### src/sq_config_pkg.sv
package sq_config_pkg;

	//////////////////////////////////////////////////
	// queue geometry
	//////////////////////////////////////////////////

	// number of store entries
	localparam int sq_depth = 8;
	localparam int sq_index_bits = 3;

	//////////////////////////////////////////////////
	// datapath widths
	//////////////////////////////////////////////////

	localparam int addr_bits = 32;
	localparam int data_bits = 32;
	// physical register tag
	localparam int tag_bits = 6;
	localparam int rob_bits = 5;

endpackage

### src/sq_types_pkg.sv
package sq_types_pkg;

	import sq_config_pkg::*;

	//////////////////////////////////////////////////
	// queue positions
	//////////////////////////////////////////////////

	typedef logic [sq_index_bits-1:0] sq_index_t;
	// one bit wider so a full queue is distinct from empty
	typedef logic [sq_index_bits:0] sq_count_t;

	//////////////////////////////////////////////////
	// payload
	//////////////////////////////////////////////////

	// effective address and also the offset
	typedef logic [addr_bits-1:0] addr_t;
	typedef logic [data_bits-1:0] data_t;
	typedef logic [tag_bits-1:0] tag_t;
	typedef logic [rob_bits-1:0] rob_index_t;

	// head store request to the data cache
	typedef enum logic {idle, issue} commit_state_t;

endpackage

### src/sq_alloc.sv
`timescale 1ns/1ns

module sq_alloc
	import sq_config_pkg::*;
	import sq_types_pkg::*;
(
	input  logic      clock,
	input  logic      reset,
	input  logic      mispredict,
	input  logic      disp_valid,
	input  logic      retire_en,
	output logic      disp_ready,
	output logic      alloc_en,
	output sq_index_t alloc_index
);

	sq_index_t tail;
	sq_count_t count;

	// occupancy alone decides whether a slot is free
	assign disp_ready = count < sq_count_t'(sq_depth);
	assign alloc_en = disp_valid && disp_ready;
	assign alloc_index = tail;

	//////////////////////////////////////////////////
	// tail pointer
	//////////////////////////////////////////////////

	always_ff @(posedge clock) begin
		if (reset || mispredict) begin
			tail <= '0;
		end else if (alloc_en) begin
			// wraps at the queue depth
			tail <= tail + 1'b1;
		end
	end

	//////////////////////////////////////////////////
	// occupancy
	//////////////////////////////////////////////////

	always_ff @(posedge clock) begin
		if (reset || mispredict) begin
			count <= '0;
		end else begin
			case ({alloc_en, retire_en})
				2'b10: begin
					count <= count + 1'b1;
				end
				2'b01: begin
					count <= count - 1'b1;
				end
				// both or neither leave the count alone
				default: begin
					count <= count;
				end
			endcase
		end
	end

endmodule

### src/sq_entry_array.sv
`timescale 1ns/1ns

module sq_entry_array
	import sq_config_pkg::*;
	import sq_types_pkg::*;
(
	input  logic                clock,
	input  logic                reset,
	input  logic                mispredict,
	input  logic                alloc_en,
	input  logic                agu_en,
	input  logic                retire_en,
	input  logic                cdb_valid,
	input  sq_index_t           alloc_index,
	input  sq_index_t           agu_index,
	input  sq_index_t           head_index,
	input  tag_t                disp_data_tag,
	input  tag_t                disp_base_tag,
	input  data_t               disp_data,
	input  data_t               disp_base,
	input  addr_t               disp_offset,
	input  rob_index_t          disp_rob_index,
	input  logic                disp_data_ready,
	input  logic                disp_base_ready,
	input  tag_t                cdb_tag,
	input  data_t               cdb_value,
	input  addr_t               agu_addr,
	output logic [sq_depth-1:0] addr_pending,
	output data_t               base_array [sq_depth],
	output addr_t               offset_array [sq_depth],
	output logic                head_valid,
	output logic                head_resolved,
	output logic                head_data_ready,
	output rob_index_t          head_rob_index,
	output addr_t               head_addr,
	output data_t               head_data
);

	// per-entry status
	logic [sq_depth-1:0] valid;
	logic [sq_depth-1:0] resolved;
	logic [sq_depth-1:0] base_ready;
	logic [sq_depth-1:0] data_ready;

	// per-entry payload
	data_t      base_value [sq_depth];
	data_t      data_value [sq_depth];
	tag_t       base_tag [sq_depth];
	tag_t       data_tag [sq_depth];
	addr_t      offset [sq_depth];
	addr_t      addr [sq_depth];
	rob_index_t rob_index [sq_depth];

	logic [sq_depth-1:0] base_wake;
	logic [sq_depth-1:0] data_wake;
	logic disp_base_hit;
	logic disp_data_hit;

	//////////////////////////////////////////////////
	// result bus tag match
	//////////////////////////////////////////////////

	always_comb begin
		for (int i = 0; i < sq_depth; i++) begin
			base_wake[i] = cdb_valid && valid[i] && !base_ready[i] && base_tag[i] == cdb_tag;
			data_wake[i] = cdb_valid && valid[i] && !data_ready[i] && data_tag[i] == cdb_tag;
		end
	end

	// a store written this cycle can catch the broadcast too
	assign disp_base_hit = cdb_valid && !disp_base_ready && disp_base_tag == cdb_tag;
	assign disp_data_hit = cdb_valid && !disp_data_ready && disp_data_tag == cdb_tag;

	//////////////////////////////////////////////////
	// status flags
	//////////////////////////////////////////////////

	always_ff @(posedge clock) begin
		if (reset || mispredict) begin
			valid <= '0;
			resolved <= '0;
			base_ready <= '0;
			data_ready <= '0;
		end else begin
			for (int i = 0; i < sq_depth; i++) begin
				if (alloc_en && alloc_index == sq_index_t'(i)) begin
					valid[i] <= 1'b1;
					resolved[i] <= 1'b0;
					base_ready[i] <= disp_base_ready || disp_base_hit;
					data_ready[i] <= disp_data_ready || disp_data_hit;
				end else if (retire_en && head_index == sq_index_t'(i)) begin
					valid[i] <= 1'b0;
					resolved[i] <= 1'b0;
					base_ready[i] <= 1'b0;
					data_ready[i] <= 1'b0;
				end else begin
					if (agu_en && agu_index == sq_index_t'(i) && valid[i]) begin
						resolved[i] <= 1'b1;
					end
					if (base_wake[i]) begin
						base_ready[i] <= 1'b1;
					end
					if (data_wake[i]) begin
						data_ready[i] <= 1'b1;
					end
				end
			end
		end
	end

	//////////////////////////////////////////////////
	// payload storage
	//////////////////////////////////////////////////

	always_ff @(posedge clock) begin
		for (int i = 0; i < sq_depth; i++) begin
			if (alloc_en && alloc_index == sq_index_t'(i)) begin
				base_value[i] <= disp_base_hit ? cdb_value : disp_base;
				data_value[i] <= disp_data_hit ? cdb_value : disp_data;
				base_tag[i] <= disp_base_tag;
				data_tag[i] <= disp_data_tag;
				offset[i] <= disp_offset;
				rob_index[i] <= disp_rob_index;
			end else begin
				if (base_wake[i]) begin
					base_value[i] <= cdb_value;
				end
				if (data_wake[i]) begin
					data_value[i] <= cdb_value;
				end
				if (agu_en && agu_index == sq_index_t'(i)) begin
					addr[i] <= agu_addr;
				end
			end
		end
	end

	// entries waiting for address generation
	assign addr_pending = valid & base_ready & ~resolved;
	assign base_array = base_value;
	assign offset_array = offset;

	assign head_valid = valid[head_index];
	assign head_resolved = resolved[head_index];
	assign head_data_ready = data_ready[head_index];
	assign head_rob_index = rob_index[head_index];
	assign head_addr = addr[head_index];
	assign head_data = data_value[head_index];

endmodule

### src/sq_agu.sv
`timescale 1ns/1ns

module sq_agu
	import sq_config_pkg::*;
	import sq_types_pkg::*;
(
	input  logic                clock,
	input  logic                reset,
	input  logic                mispredict,
	input  logic [sq_depth-1:0] addr_pending,
	input  data_t               base_array [sq_depth],
	input  addr_t               offset_array [sq_depth],
	output logic                agu_en,
	output sq_index_t           agu_index,
	output addr_t               agu_addr
);

	logic [sq_depth-1:0] candidates;
	logic [sq_depth-1:0] grant;
	sq_index_t pick_index;
	logic pick_valid;

	//////////////////////////////////////////////////
	// select the lowest pending entry
	//////////////////////////////////////////////////

	always_comb begin
		candidates = addr_pending;
		// entry in the output register still shows pending this cycle
		if (agu_en) begin
			candidates[agu_index] = 1'b0;
		end
	end

	// isolate the lowest set bit
	assign grant = candidates & (~candidates + 1'b1);
	assign pick_valid = |candidates;

	always_comb begin
		pick_index = '0;
		for (int i = 0; i < sq_depth; i++) begin
			if (grant[i]) begin
				pick_index = sq_index_t'(i);
			end
		end
	end

	//////////////////////////////////////////////////
	// address stage register
	//////////////////////////////////////////////////

	always_ff @(posedge clock) begin
		if (reset || mispredict) begin
			agu_en <= 1'b0;
		end else begin
			agu_en <= pick_valid;
		end
	end

	always_ff @(posedge clock) begin
		agu_index <= pick_index;
		// wraps modulo 2^32
		agu_addr <= addr_t'(base_array[pick_index]) + offset_array[pick_index];
	end

endmodule

### src/sq_commit.sv
`timescale 1ns/1ns

module sq_commit
	import sq_types_pkg::*;
(
	input  logic       clock,
	input  logic       reset,
	input  logic       mispredict,
	input  logic       store_ready,
	input  logic       head_valid,
	input  logic       head_resolved,
	input  logic       head_data_ready,
	input  rob_index_t rob_head_index,
	input  rob_index_t head_rob_index,
	input  addr_t      head_addr,
	input  data_t      head_data,
	output sq_index_t  head_index,
	output logic       retire_en,
	output logic       store_valid,
	output addr_t      store_addr,
	output data_t      store_data,
	output rob_index_t store_rob_index
);

	commit_state_t state;
	logic head_eligible;

	// head must be the oldest instruction in the ROB and fully formed
	assign head_eligible = head_valid && head_resolved && head_data_ready
		&& head_rob_index == rob_head_index;

	assign store_valid = state == issue;
	// one cycle pulse on the cache handshake
	assign retire_en = store_valid && store_ready;

	//////////////////////////////////////////////////
	// commit FSM and head pointer
	//////////////////////////////////////////////////

	always_ff @(posedge clock) begin
		if (reset || mispredict) begin
			state <= idle;
			head_index <= '0;
		end else begin
			case (state)
				idle: begin
					if (head_eligible) begin
						state <= issue;
					end
				end
				issue: begin
					if (store_ready) begin
						state <= idle;
						head_index <= head_index + 1'b1;
					end
				end
				default: begin
					state <= idle;
				end
			endcase
		end
	end

	// request payload held steady while waiting on the cache
	always_ff @(posedge clock) begin
		if (state == idle && head_eligible) begin
			store_addr <= head_addr;
			store_data <= head_data;
			store_rob_index <= head_rob_index;
		end
	end

endmodule

### src/store_queue.sv
`timescale 1ns/1ns

module store_queue
	import sq_config_pkg::*;
	import sq_types_pkg::*;
(
	input  logic       clock,
	input  logic       reset,
	input  logic       mispredict,
	input  logic       disp_valid,
	output logic       disp_ready,
	input  tag_t       disp_data_tag,
	input  data_t      disp_data,
	input  logic       disp_data_ready,
	input  tag_t       disp_base_tag,
	input  data_t      disp_base,
	input  logic       disp_base_ready,
	input  addr_t      disp_offset,
	input  rob_index_t disp_rob_index,
	input  logic       cdb_valid,
	input  tag_t       cdb_tag,
	input  data_t      cdb_value,
	input  rob_index_t rob_head_index,
	input  logic       store_ready,
	output logic       store_valid,
	output addr_t      store_addr,
	output data_t      store_data,
	output rob_index_t store_rob_index
);

	// allocate to array
	logic alloc_en;
	sq_index_t alloc_index;

	// array to address stage and back
	logic [sq_depth-1:0] addr_pending;
	data_t base_array [sq_depth];
	addr_t offset_array [sq_depth];
	logic agu_en;
	sq_index_t agu_index;
	addr_t agu_addr;

	// head entry and retire
	sq_index_t head_index;
	logic head_valid;
	logic head_resolved;
	logic head_data_ready;
	rob_index_t head_rob_index;
	addr_t head_addr;
	data_t head_data;
	logic retire_en;

	sq_alloc u_alloc (.*);
	sq_entry_array u_entry_array (.*);
	sq_agu u_agu (.*);
	sq_commit u_commit (.*);

endmodule

### config.mk
export PLATFORM = sky130hd
export DESIGN_NAME = store_queue
export DESIGN_NICKNAME = d
export VERILOG_FILES = /design/src/sq_config_pkg.sv /design/src/sq_types_pkg.sv /design/src/sq_alloc.sv /design/src/sq_entry_array.sv /design/src/sq_agu.sv /design/src/sq_commit.sv /design/src/store_queue.sv
export SDC_FILE = /design/constraint.sdc
export NUM_CORES = 2
export LEC_CHECK = 0
export BUFFER_PORTS_ARGS = -buffer_cell sky130_fd_sc_hd__buf_2
export CELL_PAD_IN_SITES_DETAIL_PLACEMENT = 0
export CELL_PAD_IN_SITES_GLOBAL_PLACEMENT = 1
export CORE_UTILIZATION = 51
export CTS_BUF_LIST = sky130_fd_sc_hd__clkbuf_16
export DETAILED_ROUTE_END_ITERATION = 8
export GPL_ROUTABILITY_DRIVEN = 0
export PLACE_DENSITY = 0.89
export SYNTH_ARGS = -nofsm -noshare
export SYNTH_HDL_FRONTEND = slang
export SYNTH_SLANG_ARGS = --single-unit
### constraint.sdc
create_clock -name clock -period 14.95 [get_ports clock]
set_clock_uncertainty 0.05 [all_clocks]
set_input_delay 3.7375 -clock clock [delete_from_list [all_inputs] [get_ports clock]]
set_output_delay 3.7375 -clock clock [all_outputs]
set_load 0.1 [all_outputs]
== Word level (Yosys, flattened, before mapping) ==
Memory sizes are Yosys's and may differ from the RTL's. A register that Yosys moved wholly into a read port is not among the register bits.
Cells that the tools add are included.

* Bits in registers: 596
* Latch bits: 0
* Memory bits (writable): 648
* ROM bits: 0
* Input bits: 164
* Output and inout bits: 71
* Memories: 5

* Add/sub/neg operators: 6
* Multiply operators: 0
* Div/mod/pow operators: 0
* $lt $le $gt $ge: 5
* Equal/unequal tests: 42
* Shift operators: 0
* Mux-type cells: 266
* Bitwise gates (word level): 17
* Reductions and logical operators: 178

{| class="wikitable"
|+ Memory list
! memory !! depth !! bits a word !! rd ports !! clocked after Yosys merged registers in !! wr ports !! RTL line !! text
|-
| u_entry_array.addr || 8 || 32 || 1 || 1 || 1 || sq_entry_array.sv:51 || <nowiki>addr_t addr [sq_depth];</nowiki>
|-
| u_entry_array.data_value || 8 || 32 || 1 || 1 || 8 || sq_entry_array.sv:47 || <nowiki>data_t data_value [sq_depth];</nowiki>
|-
| u_entry_array.base_tag || 8 || 6 || 8 || 0 || 1 || sq_entry_array.sv:48 || <nowiki>tag_t base_tag [sq_depth];</nowiki>
|-
| u_entry_array.data_tag || 8 || 6 || 8 || 0 || 1 || sq_entry_array.sv:49 || <nowiki>tag_t data_tag [sq_depth];</nowiki>
|-
| u_entry_array.rob_index || 8 || 5 || 1 || 1 || 1 || sq_entry_array.sv:52 || <nowiki>rob_index_t rob_index [sq_depth];</nowiki>
|}

{| class="wikitable"
|+ Operators with widths
! cell !! count
|-
| $mux W32 || 37
|-
| $reduce_or A32 Y1 || 7
|-
| $bmux W32 S3 || 2
|-
| $mux W1 || 163
|-
| $eq A6 B6 Y1 || 18
|-
| $mux W3 || 34
|-
| $mux W6 || 14
|-
| $reduce_or A6 Y1 || 14
|-
| $logic_and A1 B1 Y1 || 83
|-
| $reduce_bool A3 Y1 || 16
|-
| $eq A3 B3 Y1 const B || 12
|-
| $mux W5 || 7
|-
| $reduce_or A5 Y1 || 7
|-
| $reduce_bool A2 Y1 || 17
|-
| $add A32 B32 Y32 || 1
|-
| $and A8 B8 Y8 || 4
|-
| $not A8 Y8 || 3
|-
| $reduce_or A3 Y1 || 8
|-
| $eq A3 B2 Y1 const B || 6
|-
| $logic_not A1 Y1 || 18
|-
| $bmux W1 S3 || 3
|-
| $eq A3 B1 Y1 const B || 3
|-
| $logic_not A3 Y1 || 3
|-
| $add A8 B1 Y8 const B || 1
|-
| other kinds (21) || 33
|}

== Logic depth before layout (Yosys ltp) ==
* Depth after elaboration: 22
* Mapped depth: 21
* Gate-level depth less buffers: 19

== Modules after synthesis ==
Synthesis repeated with hierarchy kept, for this count alone.

* Cells, all modules: 3,865
* Area, all modules: 57,916.8 um^2

{| class="wikitable"
|+ Modules (own cells, without submodules)
! module !! times used !! cells an instance !! area an instance (um^2)
|-
| sq_entry_array || 1 || 2,395 || 48,258.8
|-
| sq_agu || 1 || 1,331 || 6,965.4
|-
| sq_commit || 1 || 97 || 2,312.2
|-
| sq_alloc || 1 || 42 || 380.4
|}

== Worst setup path after synthesis ==
Ideal clock, no wire load.

* Path type: in2reg
* From: input cdb_tag[1]
* To: register u_entry_array.base_value, in the netlist u_entry_array.base_array[64], enable pin
* Library setup time: 0.466 ns
* Arrival: 7.264 ns
* Required time: 14.434 ns
* Path slack: 7.171 ns
* Stages on the path: 6
* Cells stage by stage: buf_2 buf_2 xnor2_1 nand3_1 or4_1 o21ai_0

* Cells in the longest elaborated chain, start to end: 3

{| class="wikitable"
|+ RTL lines
! what !! RTL line !! text
|-
| start, declared || store_queue.sv:21 || <nowiki>input tag_t cdb_tag,</nowiki>
|-
| $eq A6 B6 Y1 || sq_entry_array.sv:65 || <nowiki>base_wake[i] = cdb_valid && valid[i] && !base_ready[i] && base_tag[i] == cdb_tag;</nowiki>
|-
| $logic_and A1 B1 Y1 || sq_entry_array.sv:65 ||
|-
| $reduce_bool A2 Y1 (no source line) || -- ||
|-
| end signal, assigned by index || sq_entry_array.sv:118 || <nowiki>base_value[i] <= disp_base_hit ? cdb_value : disp_base;</nowiki>
|-
| end signal, assigned by index || sq_entry_array.sv:126 || <nowiki>base_value[i] <= cdb_value;</nowiki>
|-
| end, declared || sq_entry_array.sv:46 || <nowiki>data_t base_value [sq_depth];</nowiki>
|}

Every way passes these cells.
A chain may end at the register's enable or synchronous reset.

== Worst setup path in the final report ==
* From: register u_agu.agu_en
* To: register u_agu.agu_addr[31]

* Cells in the longest elaborated chain, start to end: 16
* Elaborated cells on any way between the ends: 19
* Classes of those cells: add/sub: 2; mux: 14; bitwise: 3

{| class="wikitable"
|+ RTL lines
! what !! RTL line !! text
|-
| start, declared || sq_agu.sv:13 || <nowiki>output logic agu_en,</nowiki>
|-
| start signal, assigned || sq_agu.sv:56 || <nowiki>agu_en <= pick_valid;</nowiki>
|-
| $mux W8 * || sq_agu.sv:30 || <nowiki>if (agu_en) begin</nowiki>
|-
| $not A8 Y8 || sq_agu.sv:36 || <nowiki>assign grant = candidates & (~candidates + 1'b1);</nowiki>
|-
| $add A8 B1 Y8 || sq_agu.sv:36 ||
|-
| $and A8 B8 Y8 * || sq_agu.sv:36 ||
|-
| $mux W1 || sq_agu.sv:42 || <nowiki>if (grant[i]) begin</nowiki>
|-
| $mux W2 (2 in a row) || sq_agu.sv:42 ||
|-
| $mux W3 (3 in a row) || sq_agu.sv:42 ||
|-
| $mux W3 * || sq_agu.sv:42 ||
|-
| $not A3 Y4 (implied by the code) * || sq_agu.sv:63 || <nowiki>agu_addr <= addr_t'(base_array[pick_index]) + offset_array[pick_index];</nowiki>
|-
| $bmux W32 S3 || sq_agu.sv:63 ||
|-
| $mux W32 (implied by the code) (2 in a row) || sq_agu.sv:63 ||
|-
| $add A32 B32 Y32 * || sq_agu.sv:63 ||
|-
| end signal, assigned || sq_agu.sv:63 ||
|-
| end, declared || sq_agu.sv:15 || <nowiki>output addr_t agu_addr</nowiki>
|}

Mark *: on every way between the ends. The rest lies on a longest branch, timed or not. The select of a mux whose other input is x is not followed.

==> run metrics <==
Crit. Startpoint u_agu.agu_en$_SDFF_PP0_; Net Count, Synth 3,666; largest family of logic cells by synthesized area multiplexers; ys async rst share 0%; dpl hpwl 84.16 mm; Worst Setup End Kind flop; Bufs on Longest Clock Path 3; Post-CTS Repair Setup Buffers 0; area grow syn2layout 11.79%; most frequent cell after synthesis edfxtp_1; Mapped Avg Cell Area 16.89 um2; CTS root buffer clkbuf_16; layout cells sized above 1 31.71%; compound-cell area share of the yosys netlist 1.866%; WL per Instance 26.77 um; Max-cap violations 0; #FFs+latches synth 1,311; Critical R2R Launch u_agu.agu_en$_SDFF_PP0_; CP bufs+invs 2; largest cells by area after synthesis edfxtp_1, mux2_2, mux2i_1; kind of critical path reg -> reg; worst min-delay path class reg -> reg; Starting Density 51.64%; Highest Clock Rate 0.1442 GHz; xor-xnor portion of the synthesized cell area 2.222%; hold_sp u_alloc.count[3]$_SDFFE_PP0P_; Final Setup Violations 0; CP Data Arrival Time 7480 ps; Ports 235; CP required 15,490 ps; vias in the first global route 31,500; Final Hold Vio Count 0; fin worst setup slack 8014 ps; initial antenna violation count 42; slew margin rel. 3.233%; Setup WS pre-CTS 7465 ps; hold bufs inserted after CTS 0; Yosys cell types 74; Residual DRC 0; Most used DFF post-synth edfxtp_1; power density cells 119.5 nW/um2; DR vias/cell 5.978; Leakage 21.18 nW; Peak VDD IR 0.09241 mV; Crit path max-delay family compound AO/OA/AOI/OAI gates; drt total wl 141.9 mm; status finished, final reports clean; via count 31,700; Final period util 46.40%; multi-input logic area 18,860 um2; Worst-path clk slew 60 ps; Slew Limit Fails 0; DR pass1 iterations 5; Cell Area, Synth 58,340 um2; H-tree depth reported by CTS 4; fillers 8,486; nets@finish 3,900; Crit-path slowest cell buf_4; gr ovfl total 0; area share of fa/ha/maj cells after synthesis 1.055%; area share of the largest cell type after synthesis 63.26%; remaining antenna violation count 0; Max stage delay on crit path 860 ps; Post-CTS Resized 0; Die W 340.2 um; Setup TNS 0 ps; Post-synth EDFFs 1,229; CTS tree yes; worst skew pair latency 750 ps; sequential-to-total area share from yosys stat 66.08%; CP Launch Type flop; commonest cells in the netlist edfxtp_1, mux2_2, mux2i_1, nand2_1, mux4_2; slew at the pin with the worst max-slew slack 1438 ps; critical path peak fanout 60; CP Cell Sequence nor4b_1 -> o32a_2 -> o21a_4 -> buf_4 -> buf_4 -> mux2i_1 -> mux2i_1 -> mux2_2 -> ha_1 -> a21oi_1 -> o21a_1 -> o221a_1 -> a41oi_2 -> a2111oi_0 -> nor2_1 -> a21oi_1 -> xnor2_1; unrepaired setup endpoints after global routing false; post-synthesis cell type with the largest combined area edfxtp_1; die height 340.2 um; largest net degree at the start of global routing 108; Port Buf Inserts 234; min Tclk post-route 6936 ps; mux contribution to synthesized area 23.14%; Syn Inst Count 3,454; initial detailed-routing violation count 3,218; CORE AREA 113,000 um2; total die area 115,700 um2; GR Util All Layers 24.46%; first-pass GRT wire length 208.2 mm; row count 123; Ys Warns 0; TritonCTS buffer count 136; Simple-Gate Fraction of Synth Area 3.545%; # clock sinks 1,311; Sequential Area 38,560 um2
## metal layers
layer  GRT usage, %  share of wire, %  vias to the layer above
met5              0              0.11                        -
met4          7.166               2.8                       26
met3          5.217               8.5                      277
met2          40.47                49                     1267
met1          32.62                40                    16210
li1               -                 -                    13920
## worst register-to-register path, delay by kind of cell (launching register included)
| family | cells | cell delay (ps) |
|---|---|---|
| AO/OA/AOI/OAI | 8 | 2530 |
| flip-flops | 1 | 420 |
| adder cells (fa/ha/maj) | 1 | 380 |
| multiplexers | 3 | 690 |
| XOR/XNOR | 1 | 260 |
| AND/OR/NAND/NOR | 2 | 810 |
| buffers and inverters | 2 | 1670 |
## logic make-up (layout without fill, tap and decap cells)
kind of cell	Yosys count	after routing
flip-flops	1311	1311
multiplexers	1102	1102
AND/OR/NAND/NOR	450	450
buffers and inverters	233	566
AO/OA/AOI/OAI	162	162
XOR/XNOR	148	148
adder cells (fa/ha/maj)	48	48
other	0	15
## where the power goes
part	internal [mW]	total, mW	switching, mW	leakage [nW]
clock	1.77	3.16	1.38	2.11
sequential	4.14	4.21	0.0710	11.8
combinational	0.165	0.421	0.256	7.26
## sequential cells by signal (all words and copies together), names as in the netlist, 3 cells and up, named ones only
signal	count
u_agu.agu_index	3
u_commit.head_index	3
u_entry_array.data_value	256
u_alloc.alloc_index	3
u_alloc.count	4
u_entry_array.rob_index	40
u_entry_array.base_tag	48
u_entry_array.data_tag	48
u_entry_array.offset_array	256
u_agu.agu_addr	32
u_commit.store_data	32
u_commit.store_addr	32
u_entry_array.data_ready	8
u_entry_array.valid	8
u_entry_array.addr	256
u_commit.store_rob_index	5
u_entry_array.base_ready	8
u_entry_array.base_array	256
u_entry_array.resolved	8
## cell usage in the layout, fill, tap and decap left out, types with 8 or more instances in the layout
master	Yosys	routed
nor2_1	57	52
xnor2_1	78	78
mux4_2	139	139
xor2_1	70	70
inv_2	3	10
o21ai_0	29	21
diode_2	0	15
inv_1	31	57
clkinvlp_4	0	11
mux2_2	519	519
o22a_1	12	12
nand3_1	24	24
o21ai_4	0	8
buf_2	57	234
clkinv_1	0	25
dfxtp_1	82	79
mux2_1	62	62
a21oi_1	57	53
nor4_1	12	11
nand2_1	250	246
mux2i_1	382	382
nand2b_1	11	8
a21o_1	13	13
buf_4	1	60
edfxtp_1	1229	1229
nor3_1	19	19
nor2b_1	14	11
ha_1	46	46
clkinv_2	0	13
clkbuf_16	0	139
nand4_1	16	16
## stage by stage
step	instances	total power [mW]	instance area [um2]	utilization (%)	hold WS, ps
after global routing	5290	8.011	65190	57.71	504.5
after floorplan	3454	4.507	58340	-	415.0
after CTS	5287	7.828	65180	57.70	456.2
final	5302	7.791	65220	57.73	449.0
after detailed placement	5050	4.705	61060	54.06	443.3
after global placement	5050	4.684	61060	54.06	424.0
## path summary, 6_finish.rpt
kind,cells after the start,slack [ps],end
setup reg to reg,17,8010,u_agu.agu_addr[31]$_DFF_P_
hold / removal,2,450,u_alloc.count[3]$_SDFFE_PP0P_
setup / recovery,17,8010,u_agu.agu_addr[31]$_DFF_P_
hold reg to reg,2,450,u_alloc.count[3]$_SDFFE_PP0P_
## final cells by class
| cell class | instances | share of cell area, % |
|---|---|---|
| Inverter | 34 | 0.1995 |
| Antenna cell | 15 | 0.05756 |
| Clock buffer | 139 | 5.334 |
| Timing Repair Buffer | 295 | 2.517 |
| Tap cell | 1500 | 2.878 |
| Multi-Input combinational cell | 1910 | 28.91 |
| Sequential cell | 1311 | 59.12 |
| Clock inverter | 98 | 0.9746 |
Note: power is estimated with default switching activity, not from simulation.
